--- config.mk ---
export PLATFORM = sky130hd
export DESIGN_NAME = life_engine
export DESIGN_NICKNAME = d
export VERILOG_FILES = /design/src/rtl/life_pkg.sv /design/src/rtl/life_cell_rule.sv /design/src/rtl/life_engine.sv /design/src/rtl/life_packer.sv /design/src/rtl/life_window.sv
export SDC_FILE = /design/constraint.sdc
export NUM_CORES = 1
export LEC_CHECK = 0
export ABC_AREA = 0
export BUFFER_PORTS_ARGS = -buffer_cell sky130_fd_sc_hd__buf_2
export CAP_MARGIN = 30
export CORE_MARGIN = 5
export CORE_UTILIZATION = 40
export DETAILED_ROUTE_END_ITERATION = 6
export PLACE_DENSITY_LB_ADDON = 0.05
export SYNTH_ARGS = -nofsm -noshare
export SYNTH_HDL_FRONTEND = slang
export SYNTH_SLANG_ARGS = --single-unit
--- constraint.sdc ---
create_clock -name clk_pixel -period 11.6 [get_ports clk_pixel]
set_input_delay 3.48 -clock clk_pixel [delete_from_list [all_inputs] [get_ports clk_pixel]]
set_output_delay 3.48 -clock clk_pixel [all_outputs]
set_load 0.02 [all_outputs]
--- src/rtl/life_pkg.sv ---
// Shared grid sizes, types and structs for the Game of Life engine, imported by every block
package life_pkg;

   // ==================================================
   // Grid geometry
   // ==================================================

   localparam int GRID_WIDTH     = 32;
   localparam int GRID_HEIGHT    = 16;
   localparam int CELLS_PER_BYTE = 8;
   localparam int ROW_BYTES      = GRID_WIDTH / CELLS_PER_BYTE;
   localparam int GRID_BYTES     = ROW_BYTES * GRID_HEIGHT;

   // Cells evaluated per clock, and the input byte rate that follows from it
   localparam int LANES          = 2;
   localparam int BYTE_PERIOD    = CELLS_PER_BYTE / LANES;

   // ==================================================
   // Vector types
   // ==================================================

   typedef logic [7:0] cell_byte_t;
   typedef logic [5:0] grid_addr_t;
   typedef logic [4:0] col_t;
   typedef logic [3:0] row_t;
   typedef logic [1:0] lane_cells_t;
   typedef logic [3:0] cell_count_t;

   // Three rows of the neighbourhood, bit 3 is the leftmost cell
   // Bits 2 and 1 are the lane cells, bits 3 and 0 their outer neighbours
   typedef struct packed {
      logic [LANES+1:0] above;
      logic [LANES+1:0] middle;
      logic [LANES+1:0] below;
   } window_t;

   // Position of the left lane cell in the window
   typedef struct packed {
      logic valid;
      row_t row;
      col_t col;
   } cell_pos_t;

   typedef enum logic [1:0] {
      WIN_IDLE,
      WIN_FILL,
      WIN_FLUSH
   } window_state_t;

endpackage

--- src/rtl/life_cell_rule.sv ---
// One rule lane, counts the neighbours of its cell and registers the next generation state
`timescale 1ns/1ps

module life_cell_rule
   import life_pkg::*;
(
   input  logic       clk_pixel,
   input  logic [8:0] cells,
   input  logic       advance,
   output logic       next_cell
);

   cell_count_t count;

   // Eight neighbours, bit 4 is the cell itself
   always_comb begin
      count = '0;
      for (int k = 0; k < 9; k++) begin
         if (k != 4) begin
            count = count + cell_count_t'(cells[k]);
         end
      end
   end

   // Birth on three, survival on two or three
   always_ff @(posedge clk_pixel) begin
      if (advance) begin
         next_cell <= (count == cell_count_t'(3)) ||
                      (cells[4] && count == cell_count_t'(2));
      end
   end

endmodule

--- src/rtl/life_engine.sv ---
// Top level of the Game of Life engine, takes one generation as bytes and returns the next
`timescale 1ns/1ps

module life_engine
   import life_pkg::*;
(
   input  logic       clk_pixel,
   input  logic       rst_n,
   input  logic       frame_start,
   input  logic       cell_valid,
   input  cell_byte_t cell_byte,
   output logic       gen_valid,
   output logic       busy,
   output grid_addr_t gen_addr,
   output cell_byte_t gen_byte
);

   window_t     window;
   cell_pos_t   pos;
   lane_cells_t lane_next;

   life_window u_window (
      .clk_pixel   (clk_pixel),
      .rst_n       (rst_n),
      .frame_start (frame_start),
      .cell_valid  (cell_valid),
      .cell_byte   (cell_byte),
      .window      (window),
      .pos         (pos)
   );

   // ==================================================
   // Rule lanes
   // ==================================================

   // Lane 0 is the left cell of the pair, centred on window bit 2
   for (genvar i = 0; i < LANES; i++) begin : g_lane
      logic [8:0] nbhd;

      assign nbhd = {window.above[LANES+1-i -: 3],
                     window.middle[LANES+1-i -: 3],
                     window.below[LANES+1-i -: 3]};

      life_cell_rule u_rule (
         .clk_pixel (clk_pixel),
         .cells     (nbhd),
         .advance   (pos.valid),
         .next_cell (lane_next[i])
      );
   end

   life_packer u_packer (
      .clk_pixel   (clk_pixel),
      .rst_n       (rst_n),
      .frame_start (frame_start),
      .pos         (pos),
      .lanes       (lane_next),
      .gen_valid   (gen_valid),
      .busy        (busy),
      .gen_addr    (gen_addr),
      .gen_byte    (gen_byte)
   );

endmodule

--- src/rtl/life_packer.sv ---
// Packs lane results into output bytes, masks the grid edges and tracks busy per generation
`timescale 1ns/1ps

module life_packer
   import life_pkg::*;
(
   input  logic        clk_pixel,
   input  logic        rst_n,
   input  logic        frame_start,
   input  cell_pos_t   pos,
   input  lane_cells_t lanes,
   output logic        gen_valid,
   output logic        busy,
   output grid_addr_t  gen_addr,
   output cell_byte_t  gen_byte
);

   cell_pos_t                 pos_d;
   col_t                      right_col;
   logic                      left_edge;
   logic                      right_edge;
   lane_cells_t               masked;
   logic [CELLS_PER_BYTE-2:0] acc;
   grid_addr_t                pos_addr;
   grid_addr_t                out_count;
   logic                      byte_done;

   // ==================================================
   // Edge mask
   // ==================================================

   assign right_col = pos_d.col + col_t'(1);

   assign left_edge  = pos_d.row == '0 || pos_d.row == row_t'(GRID_HEIGHT - 1) ||
                       pos_d.col == '0 || pos_d.col == col_t'(GRID_WIDTH - 1);
   // Right lane is in the next row only when it sits in col 0, which is masked anyway
   assign right_edge = pos_d.row == '0 || pos_d.row == row_t'(GRID_HEIGHT - 1) ||
                       right_col == '0 || right_col == col_t'(GRID_WIDTH - 1);

   // Lane 0 is the left cell
   assign masked[0] = lanes[0] && !left_edge;
   assign masked[1] = lanes[1] && !right_edge;

   // ==================================================
   // Byte assembly
   // ==================================================

   // A byte closes on its last cell, in the left lane
   assign pos_addr  = grid_addr_t'(pos_d.row * ROW_BYTES + pos_d.col / CELLS_PER_BYTE);
   // Address match drops the wrapped col 31 step at the start of a generation
   assign byte_done = busy && pos_d.valid &&
                      (pos_d.col % CELLS_PER_BYTE) == CELLS_PER_BYTE - 1 &&
                      pos_addr == out_count;

   always_ff @(posedge clk_pixel) begin
      if (!rst_n) begin
         pos_d     <= '0;
         gen_valid <= 1'b0;
         busy      <= 1'b0;
         out_count <= '0;
      end else begin
         // Lines up with the registered lane results
         pos_d     <= pos;
         gen_valid <= byte_done;
         if (frame_start) begin
            busy      <= 1'b1;
            out_count <= '0;
         end else begin
            if (byte_done) begin
               out_count <= out_count + 1'b1;
            end
            if (gen_valid && gen_addr == grid_addr_t'(GRID_BYTES - 1)) begin
               busy <= 1'b0;
            end
         end
      end
   end

   always_ff @(posedge clk_pixel) begin
      if (pos_d.valid) begin
         acc <= {acc[CELLS_PER_BYTE-LANES-2:0], masked[0], masked[1]};
      end
      if (byte_done) begin
         gen_byte <= {acc, masked[0]};
         gen_addr <= out_count;
      end
   end

endmodule

--- src/rtl/life_window.sv ---
// Serializes input bytes two cells per clock and builds the neighbourhood window with its position
`timescale 1ns/1ps

module life_window
   import life_pkg::*;
(
   input  logic       clk_pixel,
   input  logic       rst_n,
   input  logic       frame_start,
   input  logic       cell_valid,
   input  cell_byte_t cell_byte,
   output window_t    window,
   output cell_pos_t  pos
);

   window_state_t                    state;
   grid_addr_t                       byte_count;
   grid_addr_t                       base_count;
   logic [$clog2(ROW_BYTES + 1)-1:0] flush_count;
   logic [$clog2(BYTE_PERIOD)-1:0]   steps_left;
   logic                             armed;
   logic                             fill_load;
   logic                             flush_load;
   logic                             load;
   cell_byte_t                       load_byte;
   cell_byte_t                       ser;
   logic                             shift;
   logic                             step_valid;
   logic [LANES-1:0]                 pair_in;
   logic [LANES-1:0]                 mid_out;
   logic [LANES-1:0]                 top_out;
   logic [GRID_WIDTH-1:0]            line_mid;
   logic [GRID_WIDTH-1:0]            line_top;
   row_t                             next_row;
   col_t                             next_col;

   // ==================================================
   // Byte intake and serializer
   // ==================================================

   // Index of the byte taken this clock
   assign base_count = frame_start ? '0 : byte_count;

   assign fill_load  = cell_valid && (frame_start || state == WIN_FILL);
   // Dead bytes back to back once the serializer runs empty
   assign flush_load = (state == WIN_FLUSH) && (steps_left == '0);
   assign load       = fill_load || flush_load;
   assign load_byte  = fill_load ? cell_byte : '0;

   // First pair goes straight from the input byte
   assign shift   = load || (steps_left != '0);
   assign pair_in = load ? load_byte[CELLS_PER_BYTE-1 -: LANES] : ser[CELLS_PER_BYTE-1 -: LANES];

   // Centre row starts to be valid at the first byte of input row 1
   assign step_valid = shift && (armed || (fill_load && base_count == grid_addr_t'(ROW_BYTES)));

   assign mid_out = line_mid[GRID_WIDTH-1 -: LANES];
   assign top_out = line_top[GRID_WIDTH-1 -: LANES];

   always_ff @(posedge clk_pixel) begin
      if (!rst_n) begin
         state       <= WIN_IDLE;
         byte_count  <= '0;
         flush_count <= '0;
         steps_left  <= '0;
         armed       <= 1'b0;
      end else begin
         if (load) begin
            steps_left <= ($clog2(BYTE_PERIOD))'(BYTE_PERIOD - 1);
         end else if (steps_left != '0) begin
            steps_left <= steps_left - 1'b1;
         end

         if (frame_start) begin
            armed <= 1'b0;
         end else if (fill_load && base_count == grid_addr_t'(ROW_BYTES)) begin
            armed <= 1'b1;
         end

         // Window FSM
         if (fill_load) begin
            byte_count <= base_count + 1'b1;
            if (base_count == grid_addr_t'(GRID_BYTES - 1)) begin
               state       <= WIN_FLUSH;
               flush_count <= '0;
            end else begin
               state <= WIN_FILL;
            end
         end else if (flush_load) begin
            flush_count <= flush_count + 1'b1;
            // One dead row for the last centre row, plus one byte for its last cell
            if (flush_count == ROW_BYTES) begin
               state <= WIN_IDLE;
            end
         end
      end
   end

   // ==================================================
   // Row delay lines and window registers
   // ==================================================

   // A pair leaves each line exactly one row after it entered
   always_ff @(posedge clk_pixel) begin
      if (load) begin
         ser <= {load_byte[CELLS_PER_BYTE-LANES-1:0], {LANES{1'b0}}};
      end else if (shift) begin
         ser <= {ser[CELLS_PER_BYTE-LANES-1:0], {LANES{1'b0}}};
      end

      if (shift) begin
         line_mid      <= {line_mid[GRID_WIDTH-LANES-1:0], pair_in};
         line_top      <= {line_top[GRID_WIDTH-LANES-1:0], mid_out};
         window.below  <= {window.below[LANES-1:0], pair_in};
         window.middle <= {window.middle[LANES-1:0], mid_out};
         window.above  <= {window.above[LANES-1:0], top_out};
      end
   end

   // ==================================================
   // Centre position
   // ==================================================

   // Left lane runs cols 31,1,3..29, col 31 still belongs to the previous row
   always_ff @(posedge clk_pixel) begin
      if (!rst_n) begin
         pos      <= '0;
         next_row <= '1;
         next_col <= '1;
      end else begin
         pos.valid <= step_valid;
         if (frame_start) begin
            // Row -1, col 31
            next_row <= '1;
            next_col <= '1;
         end else if (step_valid) begin
            pos.row  <= next_row;
            pos.col  <= next_col;
            next_col <= next_col + col_t'(LANES);
            if (next_col == col_t'(GRID_WIDTH - 1)) begin
               next_row <= next_row + 1'b1;
            end
         end
      end
   end

endmodule

==> impl_metrics.toml <==
[floorplanning]
initial_utilization_pct = 40.8
dieArea_mm2 = 0.0166
die_w_um = 129
die_h_um = 129
io_pins = 28
core_area_mm2 = 0.0139
rows = 43

[worst_hold_path]
min_from = "u_window.line_top[4]"
min_to = "u_window.line_top[6]"
min_path_type = "reg -> reg"
hold-path-cell-count = 0

[timing]
setup_viol = 0
fin_crit_sh_pct = 44.8
slew_headroom_pct = 40.9
finClkSkew_ns = 0.00862
whs_ns = 0.414
fmax_mhz = 192
fin_setup_tns_ns = 0
min_period_ns = 5.20
rsz0062_at_grt = "false"
report.final.hold_viol_count = 0
worst_pin_slew_ns = 0.886
slew_viol_final = 0

[place]
post_dp_cell_area_mm2 = 0.00599
gp_congestion = 0.762
dp.cells = 628
dp_hpwl_um = 6020
numPortBuffers = 27

[cells_and_area]
layout_common_cells = "edfxtp_1, dfxtp_1, nand2_1"
final_common_cell = "edfxtp_1"
area_delta_synth_final_pct = 17.0
drive_gt1_share_pct = 14.8
finalInstanceArea_mm2 = 0.00662
layout.cells.non_filler = 660
nets = 503
diodes = 0

[setup_path]
worstPathArrival_ns = 5.24
path_class = "in -> reg"
r2r-start = "u_window.line_mid[1]"
end_kind = "register"
r2r_setup_slack_ns = 8.29
r2r_cells = 11
reg2reg_to = "g_lane[1].u_rule.next_cell"
crit_path_max_fanout = 74
required_ns = 11.65
setup.worst_path.start_class = "primary input"

[routing]
post_drt_wl_per_cell_um = 14.2
routed-via-count = 3183
vias_per_cell = 4.82
antenna_left = 0
drtPass1Iterations = 4
drcViolationCount = 0
drt_iter0_drc = 258
wl_um = 9370

[yosys]
syn-num-nets = 465
postSynthCellCount = 429
post_synth_instance_area_mm2 = 0.00566
synth-async-reset-ratio_pct = 0
synth_cell_type_count = 45
ys_seq_elements = 147
ys_seq_area_share_pct = 69.2
synth-edff-count = 97
avgSynthCellArea_um2 = 13.2
yosys_warnings = 0
synth_flop_cell = "edfxtp_1"

[clocking]
path_clk_slew_ns = 0.06
cts.sinks = 147
cts_tree = "yes"
holdBufCountCts = 0
htreeDepth = 4
clkLatencyLatePin_ns = 0.42
cts_setup_buffers = 0
cts_made_buffers = 17
root_buffer = "clkbuf_16"
ctsResizeCount = 0
clockBufferDepth = 2

[power]
leakage_nw = 2.64
fin_total_pwr_w = 0.00156
peakVddDrop_mv = 0.121
p_int_w = 0.00117
switching_power_w = 0.000395
powerDensity_mw_per_mm2 = 237
swShare_pct = 25.3
seqPwrFrac_pct = 48.2
power_frac_comb_pct = 14.8
p_clk_share_pct = 37.0

[flow_run]
maxCapViolCount = 0

[global_routing]
grt_pass1_vias = 3148
grt_max_degree = 75
grt_overflow = 0
antenna_found_initial = 0
grtUsageTotal_pct = 12.5
grt_pass1_wl_um = 15800

[run_status]
outcome = "completed"
## layer usage
layer | GRT usage (%) | wire length [um] | up-vias
met5 | 0 | 0 | -
met4 | 5.37 | 155 | 0
met3 | 4.90 | 593 | 15
met2 | 17.0 | 3990 | 55
met1 | 17.8 | 4630 | 1521
li1 | - | - | 1592
## flip-flops by register name, indices dropped and copies added (netlist names), 7 cells and up
name,count
u_window.pos,10
u_packer.pos_d,10
u_packer.acc,7
u_window.line_mid,32
u_window.line_top,32
u_packer.gen_byte,8
## cell usage after synthesis, drive strengths merged (2+ instances only)
cell type,instances,area (um^2)
or4,2,15.0
nor3,5,25.0
dfxtp,50,1000
nand2,43,164
nor2,24,90.1
clkbuf,4,15.0
inv,40,150
buf,6,36.3
a21oi,17,85.1
and3,3,18.8
and2,5,31.3
a31oi,6,58.8
ha,16,200
or3,4,25.0
fa,8,160
a211oi,2,15.0
nand4,4,40.0
mux2i,4,40.0
nor4,3,25.0
xor2,9,78.8
o21ai,23,119
xnor2,5,43.8
a21o,3,22.5
nand3,32,165
edfxtp,97,2910
nor2b,5,33.8
## worst max path at each step
stage / from / endpoint / slack [ns] / depth (start not counted)
floorplan: frame_start / u_window.line_mid[0] / 5.57 / 4
global placement: frame_start / u_window.line_top[23] / 6.02 / 4
detailed placement: frame_start / u_window.line_top[22] / 5.94 / 4
CTS: frame_start / u_window.line_top[31] / 6.39 / 4
global route: frame_start / u_window.window[10] / 6.24 / 4
finish: frame_start / u_window.line_top[31] / 6.40 / 4
## critical path: stages
cell and delay (ns):
buf_2 0.27, o21a_1 0.55, or3_2 0.22, buf_4 0.68
## power groups by stage
stage                     logic (W)  clock network, W  registers (W)
after floorplan            0.000181                 0       0.000748
after global placement     0.000220                 0       0.000763
after detailed placement   0.000238                 0       0.000763
after CTS                  0.000241          0.000596       0.000757
after global routing       0.000282          0.000624       0.000765
final                      0.000231          0.000580       0.000754
## metrics by stage
| stage | worst slack, ns | util (%) |
|---|---|---|
| 4_1_cts | 6.39 | 47.7 |
| 2_1_floorplan | 5.57 | - |
| 5_1_grt | 6.24 | 47.7 |
| 6_report | 6.40 | 47.7 |
| 3_5_place_dp | 5.94 | 43.1 |
| 3_3_place_gp | 6.02 | 43.0 |
## layout make-up
cell class                      count  area, um^2
Sequential cell                   147        3910
Inverter                           40         150
Multi-Input combinational cell    232        1540
Tap cell                          180         225
Timing Repair Buffer               29         154
Fill cell                        1283        7260
Clock buffer                       17         425
Clock inverter                     15         205
## cell families (layout without fill, tap and decap cells)
logic type | Yosys count | in the layout | share of synthesized area [%]
and+or+nand+nor | 134 | 134 | 11.9
AOI/OAI and AO/OA | 56 | 56 | 6.10
adders and majority gates | 24 | 24 | 6.37
buffers and inverters | 50 | 101 | 3.56
DFF | 147 | 147 | 69.2
muxes | 4 | 4 | 0.708
xor gates and xnor gates | 14 | 14 | 2.17
No activity file was read; power rests on OpenSTA's default activity.
